### src/hdl/pitaya_fe_defs.svh
// Oscilloscope front end shared constants
// widths, bus region decode bits, identification word and PWM sizing
// used by the package and by every RTL block

`ifndef PITAYA_FE_DEFS_SVH
`define PITAYA_FE_DEFS_SVH

//////////////////////////////////////////////////////////////////////
// sample paths
//////////////////////////////////////////////////////////////////////

`define PF_ADC_W        16          // raw converter word
`define PF_SMP_W        14          // signed sample, upper bits of the word
`define PF_CH           2           // converter channels

//////////////////////////////////////////////////////////////////////
// system bus
//////////////////////////////////////////////////////////////////////

`define PF_REGIONS      8           // address regions
`define PF_REG_HI       22          // region select, msb
`define PF_REG_LO       20          // region select, lsb
`define PF_HK_REGION    0           // housekeeping
`define PF_PWM_REGION   4           // analog pwm

// identification word, read only at housekeeping offset 0x0
`define PF_ID           32'h5052_0001

//////////////////////////////////////////////////////////////////////
// pwm
//////////////////////////////////////////////////////////////////////

`define PF_PWM_CH       4           // pwm outputs
`define PF_PWM_W        8           // duty and counter width

`endif

### src/hdl/pitaya_fe_pkg.sv
// Oscilloscope front end types
// sample words and the system bus request and response records

`include "pitaya_fe_defs.svh"

package pitaya_fe_pkg;

  // converted two's complement sample
  typedef logic signed [`PF_SMP_W-1:0] sample_t;

  // raw word as it comes off the converter pins
  typedef logic [`PF_ADC_W-1:0] raw_adc_t;

  // one bus request, 66 bits
  // wen and ren are single cycle strobes, never both
  typedef struct packed {
    logic [31:0] addr;   // held until ack
    logic [31:0] wdata;
    logic        wen;
    logic        ren;
  } sys_req_t;

  // one bus response, 34 bits
  typedef struct packed {
    logic [31:0] rdata;  // valid with ack
    logic        err;
    logic        ack;
  } sys_rsp_t;

endpackage

### src/hdl/sys_bus_decoder.sv
// System bus decoder
// splits the bus into eight regions on address bits 22..20,
// steers the write/read strobe into the selected region only and
// muxes the selected region's response back to the master
// unpopulated regions answer at once with zero data

`timescale 1ns/1ns

`include "pitaya_fe_defs.svh"

module sys_bus_decoder (
  input  logic                    adc_clk,
  input  logic                    arst_n_i,
  input  pitaya_fe_pkg::sys_req_t sys_req_i,
  output pitaya_fe_pkg::sys_rsp_t sys_rsp_o,
  output pitaya_fe_pkg::sys_req_t reg_req_o [`PF_REGIONS],
  input  pitaya_fe_pkg::sys_rsp_t reg_rsp_i [2]     // [0] housekeeping, [1] pwm
);

  localparam int REG_BITS = `PF_REG_HI - `PF_REG_LO + 1;

  logic [REG_BITS-1:0]      region;   // selected region
  logic [`PF_REGIONS-1:0]   cs;       // one-hot chip select
  logic [2*`PF_REGIONS-1:0] stb;      // wen and ren per region, for checking
  logic                     any_stb;
  pitaya_fe_pkg::sys_rsp_t  empty_rsp;

  assign region  = sys_req_i.addr[`PF_REG_HI:`PF_REG_LO];
  assign cs      = {{(`PF_REGIONS-1){1'b0}}, 1'b1} << region;
  assign any_stb = sys_req_i.wen | sys_req_i.ren;

  //////////////////////////////////////////////////////////////////////
  // strobe fan-out
  //////////////////////////////////////////////////////////////////////

  always_comb
  begin
    for (int r = 0; r < `PF_REGIONS; r++)
    begin
      reg_req_o[r]     = sys_req_i;                  // addr/data to everyone
      reg_req_o[r].wen = sys_req_i.wen & cs[r];
      reg_req_o[r].ren = sys_req_i.ren & cs[r];
      stb[r]               = reg_req_o[r].wen;
      stb[`PF_REGIONS + r] = reg_req_o[r].ren;
    end
  end

  //////////////////////////////////////////////////////////////////////
  // response mux
  //////////////////////////////////////////////////////////////////////

  // empty region, acks in the strobe cycle
  always_comb
  begin
    empty_rsp.rdata = '0;
    empty_rsp.err   = 1'b0;
    empty_rsp.ack   = any_stb;
  end

  // address is held until ack, so the current region picks the reply
  always_comb
  begin
    case (region)
      REG_BITS'(`PF_HK_REGION):  sys_rsp_o = reg_rsp_i[0];
      REG_BITS'(`PF_PWM_REGION): sys_rsp_o = reg_rsp_i[1];
      default:                   sys_rsp_o = empty_rsp;  // 1..3, 5..7
    endcase
  end

  // a master strobe lands in one region as a write or a read, never more
  a_one_region: assert property (@(posedge adc_clk) disable iff (!arst_n_i)
    $onehot0(stb));

endmodule

### src/hdl/housekeeping_regs.sv
// Housekeeping register block, bus region 0
// offset 0x0 is the read-only identification word,
// offset 0x4 bit 0 is the digital loopback flag
// responses are registered, ack one cycle after the strobe

`timescale 1ns/1ns

`include "pitaya_fe_defs.svh"

module housekeeping_regs (
  input  logic                    adc_clk,
  input  logic                    arst_n_i,
  input  pitaya_fe_pkg::sys_req_t req_i,
  output pitaya_fe_pkg::sys_rsp_t rsp_o,
  output logic                    digital_loop_o
);

  localparam logic [`PF_REG_LO-1:0] OFF_ID   = 'h0;
  localparam logic [`PF_REG_LO-1:0] OFF_LOOP = 'h4;

  logic [`PF_REG_LO-1:0] offset;   // address inside the region
  logic                  loop_q;
  logic [31:0]           rdata_q;
  logic                  ack_q;

  assign offset = req_i.addr[`PF_REG_LO-1:0];

  //////////////////////////////////////////////////////////////////////
  // register bank
  //////////////////////////////////////////////////////////////////////

  always_ff @(posedge adc_clk or negedge arst_n_i)
  begin
    if (!arst_n_i)
    begin
      loop_q  <= 1'b0;
      rdata_q <= '0;
      ack_q   <= 1'b0;
    end
    else
    begin
      ack_q <= req_i.wen | req_i.ren;   // one cycle late, one cycle wide
      // only bit 0 of the loop word is writable
      if (req_i.wen && offset == OFF_LOOP)
        loop_q <= req_i.wdata[0];
      if (req_i.ren)
      begin
        case (offset)
          OFF_ID:   rdata_q <= `PF_ID;
          OFF_LOOP: rdata_q <= {31'b0, loop_q};
          default:  rdata_q <= '0;        // unmapped reads as zero
        endcase
      end
    end
  end

  assign rsp_o.rdata    = rdata_q;
  assign rsp_o.err      = 1'b0;     // never errors
  assign rsp_o.ack      = ack_q;
  assign digital_loop_o = loop_q;

  // the ack cycle still carries the strobed address and no new strobe,
  // so the decoder routes this answer back to the waiting master
  a_addr_held: assert property (@(posedge adc_clk) disable iff (!arst_n_i)
    (req_i.wen || req_i.ren) |=> !(req_i.wen || req_i.ren) && $stable(req_i.addr));

endmodule

### src/hdl/analog_pwm.sv
// Analog PWM block, bus region 4
// four 8-bit duty registers at offsets 0x0, 0x4, 0x8, 0xC
// a free running counter is compared against each duty, so over
// every 256 cycles a channel stays high for exactly duty cycles

`timescale 1ns/1ns

`include "pitaya_fe_defs.svh"

module analog_pwm (
  input  logic                    adc_clk,
  input  logic                    arst_n_i,
  input  pitaya_fe_pkg::sys_req_t req_i,
  output pitaya_fe_pkg::sys_rsp_t rsp_o,
  output logic [`PF_PWM_CH-1:0]   pwm_o
);

  localparam int IDX_W = $clog2(`PF_PWM_CH);

  logic [`PF_REG_LO-1:0]                  offset;
  logic                                   hit;     // offset maps to a duty reg
  logic [IDX_W-1:0]                       idx;     // word index in region
  logic [`PF_PWM_CH-1:0][`PF_PWM_W-1:0]   duty_q;
  logic [`PF_PWM_W-1:0]                   cnt_q;   // free running
  logic [31:0]                            rdata_q;
  logic                                   ack_q;

  //////////////////////////////////////////////////////////////////////
  // bus side
  //////////////////////////////////////////////////////////////////////

  assign offset = req_i.addr[`PF_REG_LO-1:0];
  assign idx    = offset[2 +: IDX_W];
  // word aligned and below the last channel
  assign hit    = (offset[1:0] == 2'b00) && ((offset >> 2) < `PF_PWM_CH);

  always_ff @(posedge adc_clk or negedge arst_n_i)
  begin
    if (!arst_n_i)
    begin
      duty_q  <= '0;
      rdata_q <= '0;
      ack_q   <= 1'b0;
    end
    else
    begin
      ack_q <= req_i.wen | req_i.ren;
      if (req_i.wen && hit)
        duty_q[idx] <= req_i.wdata[`PF_PWM_W-1:0];   // upper bits dropped
      if (req_i.ren)
        rdata_q <= hit ? {{(32-`PF_PWM_W){1'b0}}, duty_q[idx]} : '0;
    end
  end

  assign rsp_o.rdata = rdata_q;
  assign rsp_o.err   = 1'b0;
  assign rsp_o.ack   = ack_q;

  //////////////////////////////////////////////////////////////////////
  // counter and comparators
  //////////////////////////////////////////////////////////////////////

  always_ff @(posedge adc_clk or negedge arst_n_i)
  begin
    if (!arst_n_i)
    begin
      cnt_q <= '0;
      pwm_o <= '0;
    end
    else
    begin
      cnt_q <= cnt_q + 1'b1;         // wraps every 256
      for (int c = 0; c < `PF_PWM_CH; c++)
        pwm_o[c] <= (cnt_q < duty_q[c]);   // duty 0 never high, 255 all but one
    end
  end

endmodule

### src/hdl/adc_frontend.sv
// ADC front end
// registers both converter words, keeps the upper 14 bits and turns
// the negative-slope code into two's complement
// with digital loopback on, the DAC samples are passed through instead

`timescale 1ns/1ns

`include "pitaya_fe_defs.svh"

module adc_frontend (
  input  logic                   adc_clk,
  input  logic                   arst_n_i,
  input  pitaya_fe_pkg::raw_adc_t adc_raw_i [`PF_CH],
  input  pitaya_fe_pkg::sample_t  dac_loop_i [`PF_CH],  // saturated dac sum
  input  logic                   digital_loop_i,
  output pitaya_fe_pkg::sample_t  adc_dat_o [`PF_CH]
);

  localparam int DROP = `PF_ADC_W - `PF_SMP_W;   // low bits unused by 14-bit part

  logic [`PF_SMP_W-1:0]   raw_q [`PF_CH];
  pitaya_fe_pkg::sample_t conv  [`PF_CH];

  // input register, upper bits only
  always_ff @(posedge adc_clk or negedge arst_n_i)
  begin
    if (!arst_n_i)
    begin
      for (int c = 0; c < `PF_CH; c++)
        raw_q[c] <= '0;
    end
    else
    begin
      for (int c = 0; c < `PF_CH; c++)
        raw_q[c] <= adc_raw_i[c][`PF_ADC_W-1:DROP];
    end
  end

  // negative slope to two's complement, sign stays, magnitude inverts
  always_comb
  begin
    for (int c = 0; c < `PF_CH; c++)
    begin
      conv[c]      = {raw_q[c][`PF_SMP_W-1], ~raw_q[c][`PF_SMP_W-2:0]};
      adc_dat_o[c] = digital_loop_i ? dac_loop_i[c] : conv[c];   // loop is comb
    end
  end

endmodule

### src/hdl/dac_output.sv
// DAC output path
// adds the generator and controller samples per channel, saturates
// the 15-bit sum to 14 bits and registers the offset-binary,
// negative-slope code for the converter
// the saturated signed value also feeds the loopback path

`timescale 1ns/1ns

`include "pitaya_fe_defs.svh"

module dac_output (
  input  logic                   adc_clk,
  input  logic                   arst_n_i,
  input  pitaya_fe_pkg::sample_t  asg_i [`PF_CH],    // generator
  input  pitaya_fe_pkg::sample_t  pid_i [`PF_CH],    // controller
  output pitaya_fe_pkg::sample_t  dac_sat_o [`PF_CH],
  output logic [`PF_SMP_W-1:0]   dac_dat_o [`PF_CH]
);

  localparam int SUM_W   = `PF_SMP_W + 1;
  localparam int SMP_MAX = 2**(`PF_SMP_W-1) - 1;   // +8191
  localparam int SMP_MIN = -(2**(`PF_SMP_W-1));    // -8192

  logic signed [SUM_W-1:0] sum [`PF_CH];

  //////////////////////////////////////////////////////////////////////
  // sum and saturation
  //////////////////////////////////////////////////////////////////////

  always_comb
  begin
    for (int c = 0; c < `PF_CH; c++)
    begin
      sum[c] = asg_i[c] + pid_i[c];     // sign extended to 15 bits
      // top two bits differ, the sum left the 14-bit range
      if (sum[c][SUM_W-1] ^ sum[c][SUM_W-2])
        dac_sat_o[c] = {sum[c][SUM_W-1], {(`PF_SMP_W-1){~sum[c][SUM_W-1]}}};
      else
        dac_sat_o[c] = sum[c][`PF_SMP_W-1:0];
    end
  end

  //////////////////////////////////////////////////////////////////////
  // output register
  //////////////////////////////////////////////////////////////////////

  always_ff @(posedge adc_clk or negedge arst_n_i)
  begin
    if (!arst_n_i)
    begin
      for (int c = 0; c < `PF_CH; c++)
        dac_dat_o[c] <= '0;
    end
    else
    begin
      for (int c = 0; c < `PF_CH; c++)
        dac_dat_o[c] <= {dac_sat_o[c][`PF_SMP_W-1], ~dac_sat_o[c][`PF_SMP_W-2:0]};
    end
  end

  for (genvar g = 0; g < `PF_CH; g++)
  begin : g_chk
    // in range sums pass untouched, others clamp to the rail of their sign
    a_sat_range: assert property (@(posedge adc_clk) disable iff (!arst_n_i)
      (sum[g] > SMP_MAX) ? (dac_sat_o[g] == SMP_MAX) :
      (sum[g] < SMP_MIN) ? (dac_sat_o[g] == SMP_MIN) :
                           (dac_sat_o[g] == sum[g]));
  end

endmodule

### src/hdl/pitaya_fe_top.sv
// Oscilloscope board front end, top level
// bus decoder, housekeeping and pwm register blocks, the ADC input
// conversion and the DAC output path, all on adc_clk

`timescale 1ns/1ns

`include "pitaya_fe_defs.svh"

module pitaya_fe_top (
  input  logic                    adc_clk,
  input  logic                    arst_n_i,
  // system bus
  input  pitaya_fe_pkg::sys_req_t sys_req_i,
  output pitaya_fe_pkg::sys_rsp_t sys_rsp_o,
  // converters
  input  pitaya_fe_pkg::raw_adc_t adc_raw_i [`PF_CH],
  output pitaya_fe_pkg::sample_t  adc_dat_o [`PF_CH],
  input  pitaya_fe_pkg::sample_t  asg_i     [`PF_CH],
  input  pitaya_fe_pkg::sample_t  pid_i     [`PF_CH],
  output logic [`PF_SMP_W-1:0]    dac_dat_o [`PF_CH],
  // pwm dac
  output logic [`PF_PWM_CH-1:0]   pwm_o
);

  pitaya_fe_pkg::sys_req_t reg_req [`PF_REGIONS];
  pitaya_fe_pkg::sys_rsp_t reg_rsp [2];            // hk, pwm
  pitaya_fe_pkg::sample_t  dac_sat [`PF_CH];
  logic                    digital_loop;

  //////////////////////////////////////////////////////////////////////
  // register fabric
  //////////////////////////////////////////////////////////////////////

  sys_bus_decoder i_dec (
    .adc_clk   (adc_clk),
    .arst_n_i  (arst_n_i),
    .sys_req_i (sys_req_i),
    .sys_rsp_o (sys_rsp_o),
    .reg_req_o (reg_req),
    .reg_rsp_i (reg_rsp)
  );

  housekeeping_regs i_hk (
    .adc_clk        (adc_clk),
    .arst_n_i       (arst_n_i),
    .req_i          (reg_req[`PF_HK_REGION]),
    .rsp_o          (reg_rsp[0]),
    .digital_loop_o (digital_loop)
  );

  analog_pwm i_ams (
    .adc_clk  (adc_clk),
    .arst_n_i (arst_n_i),
    .req_i    (reg_req[`PF_PWM_REGION]),
    .rsp_o    (reg_rsp[1]),
    .pwm_o    (pwm_o)
  );

  //////////////////////////////////////////////////////////////////////
  // sample paths
  //////////////////////////////////////////////////////////////////////

  adc_frontend i_adc (
    .adc_clk        (adc_clk),
    .arst_n_i       (arst_n_i),
    .adc_raw_i      (adc_raw_i),
    .dac_loop_i     (dac_sat),
    .digital_loop_i (digital_loop),
    .adc_dat_o      (adc_dat_o)
  );

  dac_output i_dac (
    .adc_clk   (adc_clk),
    .arst_n_i  (arst_n_i),
    .asg_i     (asg_i),
    .pid_i     (pid_i),
    .dac_sat_o (dac_sat),
    .dac_dat_o (dac_dat_o)
  );

endmodule

### config.mk
export PLATFORM = sky130hd
export DESIGN_NAME = pitaya_fe_top
export DESIGN_NICKNAME = d
export VERILOG_FILES = /design/src/hdl/pitaya_fe_pkg.sv /design/src/hdl/sys_bus_decoder.sv /design/src/hdl/housekeeping_regs.sv /design/src/hdl/analog_pwm.sv /design/src/hdl/adc_frontend.sv /design/src/hdl/dac_output.sv /design/src/hdl/pitaya_fe_top.sv
export VERILOG_INCLUDE_DIRS = /design/src /design/src/hdl
export SDC_FILE = /design/constraint.sdc
export NUM_CORES = 1
export LEC_CHECK = 0
export ABC_CLOCK_PERIOD_IN_PS = 5000
export BUFFER_PORTS_ARGS = -buffer_cell sky130_fd_sc_hd__clkbuf_2
export CORE_ASPECT_RATIO = 1.1
export CORE_MARGIN = 4
export CORE_UTILIZATION = 30
export CTS_CLUSTER_SIZE = 28
export DETAILED_ROUTE_END_ITERATION = 10
export SLEW_MARGIN = 20
export SYNTH_ARGS = -nofsm -noshare
export SYNTH_HDL_FRONTEND = slang
export SYNTH_SLANG_ARGS = --single-unit
### constraint.sdc
create_clock -name adc_clk -period 5 [get_ports adc_clk]
set_clock_uncertainty 0.2 [all_clocks]
set_input_delay 1.25 -clock adc_clk [delete_from_list [all_inputs] [get_ports adc_clk]]
set_output_delay 1.25 -clock adc_clk [all_outputs]
set_load 0.03 [all_outputs]
==> results.json, run 1 <==
{
  "status": "complete, but fails checks",
  "violations": "negative setup slack",
  "crit_slowest_cell": "fa_2",
  "internal_power_mw": 2.24,
  "port_buffers": 192,
  "yosysTopAreaCell": "dfrtp_1",
  "clkSinkCount": 113,
  "synthArstFlopShare": 1.00,
  "netSwitchingFraction": 0.309,
  "dpl-instance-area_sq_um": 8520,
  "clkPwrFrac": 0.392,
  "drtPass1Iterations": 4,
  "critPathMaxFanout": 5,
  "wl_per_cell_um": 15.7,
  "tightestPinTransition_ns": 0.835,
  "setup_viol": 18,
  "dieArea_sq_um": 25300,
  "power_frac_seq": 0.310,
  "hp-class": "register to register",
  "p_leak_nw": 4.87,
  "synth_compound_area_frac": 0.164,
  "pwr-share-comb": 0.297,
  "yosysTopAreaCellShare": 0.412,
  "antenna_found_initial": 1,
  "numCtsBuffers": 17,
  "drv_cap": 0,
  "crit_chain": "buf_6 > ha_4 > fa_2 > a21o_1 > a221oi_2 > buf_4 > a21boi_4 > a221o_1 > a21o_4 > buf_12 > o21ai_4 > mux2i_2 > clkbuf_8",
  "max_freq_ghz": 0.195,
  "root_buffer": "clkbuf_16",
  "synthCells": 653,
  "finalCritPeriodShare": 1.03,
  "period_minus_slack_ns": 5.14,
  "synthTopCellsByArea": "dfrtp_1, ha_1, mux2i_1, mux2_2, a21oi_1",
  "vias_per_cell": 4.70,
  "grt_pass1_vias": 5910,
  "rows": 57,
  "path_clk_slew_ns": 0.05,
  "slew_headroom": 0.443,
  "die_x_um": 152,
  "synth_xor_area_frac": 0.0319,
  "synthAdderAreaFrac": 0.114,
  "peakVddDrop_mv": 0.211,
  "post-route-drc-count": 0,
  "synth_seq_cells": 113,
  "start_util": 0.307,
  "synth-seq-area-share": 0.412,
  "setup_tns_ns": -1.22,
  "place_inst": 1168,
  "crit_arrival_ns": 3.69,
  "die_h_um": 167,
  "ios": 250,
  "via_count": 5754,
  "drive_above_1_share": 0.461,
  "p_sw_mw": 1.00,
  "critPathRequiredTime_ns": 3.55,
  "rsz0062_at_grt": "yes",
  "drt_iter0_markers": 272,
  "synth_top_family_by_area": "compound AO/OA/AOI/OAI gates",
  "synth_mux_area_frac": 0.102,
  "grt_pass1_wl_um": 30600,
  "yosys_warnings": 0,
  "ys_types": 73,
  "cp_num_buf_inv": 4,
  "slew_violations": 0,
  "wirelength_um": 19200,
  "synth-simple-area-share": 0.111,
  "cp-end-kind": "output pin",
  "dp_hpwl_um": 14000,
  "ys.flop_type": "dfrtp_1",
  "grt.overflow.total": 0,
  "core_region_area_sq_um": 22300,
  "final_cell_area_sq_um": 10100,
  "gp_congestion": 0.808,
  "synth_edf_count": 0,
  "cts_max_path_buffers": 2,
  "instances_no_fill": 1225,
  "place_ws_ns": -0.340,
  "crit_family": "compound AO/OA/AOI/OAI gates",
  "area_growth_pct": 48.0,
  "clkLatencyLatePin_ns": 0.41,
  "worstSetupPathType": "input pin to output pin",
  "max_stage_delay_ns": 0.34,
  "htree_levels": 4,
  "layout_setup_ws_ns": -0.140,
  "ctsHoldBuffers": 0,
  "drtAntennaViolNets": 0,
  "track_usage": 0.149,
  "final_hold_viol_count": 0,
  "seqCellArea_sq_um": 2830,
  "cp-start-kind": "input pin",
  "grt_max_degree": 75,
  "nets": 1132,
  "tritoncts": "built",
  "multi_input_area_sq_um": 4290,
  "p_per_area_nw_per_um2": 320,
  "holdWs_ns": 0.272,
  "netlist_area_sq_um": 6860,
  "synth_area_per_cell_sq_um": 10.5,
  "fillers": 2080
}
[cells by family (layout without fill, tap and decap cells)]
family	after synthesis	count (layout)
buffers and inverters	90	346
and+or+nand+nor	139	139
muxes	57	58
adders and majority gates	62	62
xor gates and xnor gates	25	25
AOI/OAI and AO/OA	166	166
DFF	113	113
other	1	21
[cell usage after synthesis, types with 6 or more instances]
| library cell | count |
|---|---|
| a21o_1 | 26 |
| a21oi_1 | 41 |
| a31oi_1 | 7 |
| and3_1 | 12 |
| buf_4 | 26 |
| clkbuf_1 | 17 |
| dfrtp_1 | 113 |
| ha_1 | 57 |
| inv_1 | 44 |
| mux2_2 | 22 |
| mux2i_1 | 27 |
| mux4_2 | 8 |
| nand2_1 | 49 |
| nand3_1 | 16 |
| nor2_1 | 13 |
| nor3_1 | 8 |
| o21a_1 | 7 |
| o21ai_0 | 32 |
| o21ai_1 | 6 |
| o21ai_2 | 7 |
| o21bai_1 | 8 |
| xnor2_1 | 12 |
| xor2_1 | 13 |
[cell usage in the layout, fill, tap and decap left out, drive strengths merged, types with 4 or more instances in the layout]
cell type    n
mux4         8
conb        20
nand3       17
buf        102
dfrtp      113
a21oi       45
o21a         7
bufinv       4
nand4        4
mux2        23
and2         6
o21bai       8
nor2        14
clkinv       5
o21ai       45
xnor2       12
xor2        13
nand2       49
ha          57
nor3        12
and3        12
a31oi        8
a21o        26
nor2b        5
clkbuf     189
inv         45
nand2b       5
mux2i       27
[metrics by stage]
stage,power (mW),utilization
floorplan,1.49,-
global placement,1.77,0.382
detailed placement,1.77,0.382
CTS,3.17,0.434
global route,3.39,0.455
finish,3.25,0.455
[routing by layer]
metal | vias to the layer above | wire (um) | track usage
li1 | 2827 | - | -
met1 | 2748 | 8250 | 0.185
met2 | 159 | 9720 | 0.253
met3 | 20 | 920 | 0.0361
met4 | 0 | 344 | 0.0504
met5 | - | 0 | 0
[worst register-to-register path, stage by stage (launching register included)]
cell	delay [ns]
dfrtp_1	0.46
ha_1	0.32
a21o_1	0.16
a21o_1	0.17
a21o_1	0.17
a21o_1	0.18
a21oi_1	0.20
o21a_1	0.16
[layout make-up]
type                    count  area share
repair buffers            271       0.185
inverters                  44      0.0163
well taps                 295      0.0364
flip-flops and latches    113       0.279
clock buffers              20      0.0440
clock inverters            11      0.0159
multi-input cells         470       0.423
diodes                      1    0.000247
[repair_timing]
item,4_1_cts,5_1_grt
pin swaps,18,25
endpoints found under the setup margin,27,27
setup buffers,12,12
gates cloned,1,1
resized for setup,93,73
[final timing paths]
path	from	end	slack, ns	depth (start not counted)
worst max-delay path	asg_i[0]	adc_dat_o[9]	-0.14	13
worst min-delay path	i_ams.rdata_q[6]	i_ams.rdata_q[6]	0.27	2
worst max register to register	i_ams.cnt_q[1]	i_ams.pwm_o[2]	2.92	7
worst min register to register	i_ams.rdata_q[6]	i_ams.rdata_q[6]	0.27	2
max in group asynchronous	arst_n_i	i_dac.dac_dat_o[8]	3.48	2
min in group asynchronous	arst_n_i	i_ams.duty_q[31]	0.55	1
[registers in the layout, indices dropped and copies added (netlist names)]
signal	count
i_ams.duty_q	32
i_dac.dac_dat_o	28
i_adc.raw_q	26
i_ams.cnt_q	8
i_ams.rdata_q	8
i_ams.pwm_o	4
i_adc.conv	2
i_hk.rdata_q	2
i_ams.ack_q	1
i_hk.ack_q	1
i_hk.digital_loop_o	1
[power by group through the flow]
stage	registers (mW)	logic [mW]	clock network [mW]
final	1.01	0.965	1.27
after global routing	1.01	1.03	1.35
after CTS	1.01	0.854	1.31
after detailed placement	1.02	0.747	0
after global placement	1.02	0.744	0
after floorplan	1.14	0.351	0
Note: power is estimated with default switching activity, not from simulation.
==> run 2: changes to the inputs <==
- CAP_MARGIN: default -> 20
- CELL_PAD_IN_SITES_DETAIL_PLACEMENT: default -> 1
- CELL_PAD_IN_SITES_GLOBAL_PLACEMENT: default -> 2
- PLACE_DENSITY_LB_ADDON: default -> 0.1
==> run 2 against run 1 <==
  * The run still ends with negative setup slack left
  * Sequential share of layout area rose by 0.10 points
  * Design area is 0.37% lower
  * Maximum frequency is 0.25% lower
  * Setup slack got worse by 0.013 ns
  * Register-to-register slack got worse by 0.05 ns
  * Critical path type unchanged
==> results.json, run 2 (synthesized netlist as in run 1, its figures left out) <==
{
  "status": "complete, but fails checks",
  "violations": "negative setup slack",
  "cts_max_path_buffers": 2,
  "peakVddDrop_mv": 0.227,
  "highest_layer": "met4",
  "tightestPinTransition_ns": 0.910,
  "worstReg2RegStart": "i_ams.cnt_q[1]",
  "clkSinkCount": 113,
  "gp_congestion": 0.839,
  "instances_no_fill": 1227,
  "drt_iter0_markers": 134,
  "port_buffers": 192,
  "rsz0062_at_grt": "yes",
  "ios": 250,
  "worstSetupPathType": "input pin to output pin",
  "place_inst": 1176,
  "die_x_um": 152,
  "hp-class": "register to register",
  "via_count": 5955,
  "period_minus_slack_ns": 5.15,
  "multi_input_area_sq_um": 4310,
  "met1_length_um": 8860,
  "grt_pass1_wl_um": 35700,
  "area_growth_pct": 47.4,
  "dpl-instance-area_sq_um": 8570,
  "n_antenna_cell": 0,
  "slew_violations": 0,
  "hold_depth": 2,
  "p_leak_nw": 4.86,
  "dieArea_sq_um": 25300,
  "largest_reg_flops": 32,
  "critPathMaxFanout": 6,
  "seqCellArea_sq_um": 2830,
  "drive_above_1_share": 0.462,
  "drtPass1Iterations": 4,
  "grt_pass1_vias": 6682,
  "rows": 57,
  "reg.largest.list": "i_ams.duty_q x32, i_dac.dac_dat_o x28, i_adc.raw_q x26",
  "holdWs_ns": 0.277,
  "ctsHoldBuffers": 0,
  "wirelength_um": 22100,
  "numCtsBuffers": 17,
  "vias_per_cell": 4.85,
  "setup_viol": 13,
  "finalCoreUtilization": 0.453,
  "core_region_area_sq_um": 22300,
  "top_register": "i_ams.duty_q",
  "total_power_mw": 3.22,
  "grt_max_degree": 69,
  "final_hold_viol_count": 0,
  "final_cell_area_sq_um": 10100,
  "clkLatencyLatePin_ns": 0.42,
  "root_buffer": "clkbuf_16",
  "min_to": "i_ams.rdata_q[3]",
  "post-route-drc-count": 0,
  "cp-end-kind": "output pin",
  "die_h_um": 167,
  "met2_length_um": 11700,
  "regToRegEndpoint": "i_ams.pwm_o[1]",
  "reg2reg_depth": 7,
  "fillers": 2460,
  "max_freq_ghz": 0.194,
  "track_usage": 0.174,
  "regToRegSetupSlack_ns": 2.87,
  "wl_per_cell_um": 18.0,
  "wl_met3_um": 1180,
  "layout_commonest_cell": "clkbuf_2",
  "finalCritPeriodShare": 1.03,
  "setup_tns_ns": -1.67,
  "grt.overflow.total": 0,
  "htree_levels": 4,
  "hp-start": "i_ams.rdata_q[3]",
  "p_per_area_nw_per_um2": 318,
  "path_clk_slew_ns": 0.05,
  "tritoncts": "built",
  "slew_headroom": 0.393,
  "dp_hpwl_um": 16700,
  "crit_start": "asg_i[0]",
  "final_cell_mix": "clkbuf_2, dfrtp_1, buf_4",
  "drtAntennaViolNets": 0,
  "crit_arrival_ns": 3.70,
  "nets": 1136,
  "layout_setup_ws_ns": -0.153,
  "antenna_found_initial": 0,
  "drv_cap": 0,
  "place_ws_ns": -0.385,
  "critPathRequiredTime_ns": 3.55,
  "cp-start-kind": "input pin",
  "start_util": 0.307
}
-- run 2: critical path, cell delays in order --
cell	delay [ns]
buf_6	0.10
ha_4	0.15
fa_2	0.34
a21o_1	0.23
a221oi_4	0.32
a21boi_4	0.13
o41ai_4	0.38
a31oi_4	0.18
buf_12	0.19
a21oi_4	0.16
mux2i_2	0.09
clkbuf_8	0.20
-- run 2: what timing repair did --
| action | 4_1_cts | 5_1_grt |
|---|---|---|
| buffers inserted | 12 | 9 |
| pin swaps | 21 | 23 |
| cloned | 2 | 0 |
| resized for setup | 82 | 85 |
| endpoints found under the setup margin | 27 | 27 |
-- run 2: cell type report --
class                           count  share of cell area
Sequential cell                   113               0.280
Tap cell                          295              0.0365
Clock inverter                     11              0.0163
Timing Repair Buffer              275               0.182
Inverter                           44              0.0163
Clock buffer                       19              0.0428
Multi-Input combinational cell    470               0.426
-- run 2: worst max path at each step --
stage | to | slack, ns
2_1_floorplan | adc_dat_o[11] | -0.01
3_3_place_gp | adc_dat_o[11] | -0.34
3_5_place_dp | adc_dat_o[8] | -0.38
4_1_cts | adc_dat_o[8] | -0.28
5_1_grt | adc_dat_o[4] | -0.25
6_report | adc_dat_o[4] | -0.15
-- run 2: power breakdown --
part / switching (mW) / total [mW] / internal, mW
combinational: 0.559 / 0.959 / 0.400
sequential: 0.0212 / 1.01 / 0.984
clock: 0.427 / 1.25 / 0.824
-- run 2: routing by layer --
layer / vias up / global-route usage
met2: 157 / 0.314
met5: - / 0
met1: 2946 / 0.206
met4: 0 / 0.0438
li1: 2828 / -
met3: 24 / 0.0436
==> run 3: changes to the inputs <==
- CELL_PAD_IN_SITES_DETAIL_PLACEMENT: 1 -> default
- CELL_PAD_IN_SITES_GLOBAL_PLACEMENT: 2 -> default
- CORE_UTILIZATION: 30 -> 50
- PLACE_DENSITY: default -> 0.81
- PLACE_DENSITY_LB_ADDON: 0.1 -> default
==> run 3 against run 2 <==
  * The run still ends with negative setup slack left
  * Clock power decreased by 3%
  * Sequential power about the same
  * Combinational power increased by 3.6%
  * Wire length increased by 4.2%
  * Setup slack got worse by 0.17 ns
  * Critical path depth increased by 1
  * Design area decreased by 2.1%
  * Critical path type unchanged
==> results.json, run 3 (synthesized netlist as in run 1, its figures left out) <==
{
  "worstSetupPathType": "input pin to output pin",
  "die_h_um": 131,
  "drt_iter0_markers": 403,
  "track_usage": 0.264,
  "regToRegSetupSlack_ns": 2.87,
  "final_cell_area_sq_um": 9900,
  "final_cell_mix": "clkbuf_2, dfrtp_1, buf_4",
  "start_util": 0.515,
  "ios": 250,
  "largest_reg_flops": 32,
  "numCtsBuffers": 17,
  "top_register": "i_ams.duty_q",
  "vias_per_cell": 5.75,
  "n_antenna_cell": 0,
  "grt_max_degree": 45,
  "grt_pass1_wl_um": 32000,
  "clkLatencyLatePin_ns": 0.43,
  "core_region_area_sq_um": 13300,
  "place_ws_ns": -0.292,
  "layout_commonest_cell": "clkbuf_2",
  "cp-start-kind": "input pin",
  "wirelength_um": 23000,
  "post-route-drc-count": 0,
  "final_hold_viol_count": 0,
  "gp_congestion": 0.928,
  "rows": 44,
  "fillers": 844,
  "period_minus_slack_ns": 5.32,
  "via_count": 6381,
  "reg.largest.list": "i_ams.duty_q x32, i_dac.dac_dat_o x28, i_adc.raw_q x26",
  "multi_input_area_sq_um": 4270,
  "slew_violations": 0,
  "htree_levels": 4,
  "dieArea_sq_um": 15700,
  "grt_pass1_vias": 6297,
  "total_power_mw": 3.21,
  "path_clk_slew_ns": 0.05,
  "clkSinkCount": 113,
  "wl_per_cell_um": 20.7,
  "cp-end-kind": "output pin",
  "tightestPinTransition_ns": 0.938,
  "hp-class": "register to register",
  "drv_cap": 0,
  "dpl-instance-area_sq_um": 8360,
  "nets": 1130,
  "violations": "negative setup slack",
  "cts_max_path_buffers": 2,
  "ctsHoldBuffers": 0,
  "grt.overflow.total": 0,
  "crit_arrival_ns": 3.87,
  "drtAntennaViolNets": 0,
  "finalCritPeriodShare": 1.06,
  "rsz0062_at_grt": "yes",
  "seqCellArea_sq_um": 2830,
  "critPathRequiredTime_ns": 3.55,
  "port_buffers": 192,
  "critPathMaxFanout": 3,
  "status": "complete, but fails checks",
  "area_growth_pct": 44.4,
  "slew_headroom": 0.375,
  "p_leak_nw": 4.81,
  "holdWs_ns": 0.269,
  "die_x_um": 120,
  "setup_viol": 17,
  "p_per_area_nw_per_um2": 325,
  "peakVddDrop_mv": 0.217,
  "tritoncts": "built",
  "antenna_found_initial": 1,
  "drtPass1Iterations": 5,
  "max_freq_ghz": 0.188,
  "drive_above_1_share": 0.459,
  "dp_hpwl_um": 14000,
  "layout_setup_ws_ns": -0.323,
  "root_buffer": "clkbuf_16"
}
==> run 3: cell types whose count changed in the layout (fill, tap and decap cells not counted), sizes merged <==
cell,change
clkbuf,+6
buf,-6
clkinv,-4
bufinv,-2
==> run 3: area by class of cell <==
type	count	area share
sequential	113	0.286
inverter	44	0.0167
clock inverter	5	0.00784
multi-input combinational	470	0.431
timing repair buffer	269	0.185
clock buffer	25	0.0501
tap	184	0.0233
==> run 3: path summary, 6_finish.rpt <==
check,start,end,cells after the start
worst max-delay path,pid_i[0],adc_dat_o[10],13
worst min-delay path,i_ams.rdata_q[7],i_ams.rdata_q[7],2
worst max register to register,i_ams.cnt_q[1],i_ams.pwm_o[3],7
worst min register to register,i_ams.rdata_q[7],i_ams.rdata_q[7],2
max in group asynchronous,arst_n_i,i_ams.rdata_q[7],2
min in group asynchronous,arst_n_i,i_dac.dac_dat_o[22],1
==> run 3: timing repair <==
action | 4_1_cts | 5_1_grt
pin swaps | 16 | 31
setup endpoints to repair | 26 | 28
gates resized for setup | 83 | 83
buffers inserted | 10 | 12
gates cloned | 2 | 1
==> run 3: stage by stage <==
stage,setup TNS (ns),cells,utilization
2_1_floorplan,-0.0110,672,-
3_3_place_gp,-3.41,1056,0.628
3_5_place_dp,-4.31,1056,0.628
4_1_cts,-2.46,1097,0.711
5_1_grt,-4.63,1110,0.743
6_report,-3.87,1110,0.743
==> run 3: layer usage <==
metal	vias to the layer above	track usage	part of all wire
met1	3111	0.295	0.36
met3	102	0.0663	0.076
li1	2823	-	-
met5	-	0	0.00057
met2	343	0.469	0.50
met4	2	0.135	0.057
==> run 3: report_power, final <==
group	leakage, nW	switching [mW]	internal, mW	total (mW)
combinational	3.17	0.590	0.404	0.994
sequential	1.36	0.0269	0.984	1.01
clock	0.279	0.431	0.778	1.21
==> run 3: critical path, stage by stage <==
cell and delay (ns):
buf_6 0.10, ha_4 0.15, fa_2 0.36, a21o_1 0.19
a221oi_2 0.36, a21boi_2 0.16, buf_4 0.19, a221oi_4 0.33
buf_4 0.17, xnor2_1 0.16, a21oi_4 0.12, mux2i_4 0.17
buf_8 0.15
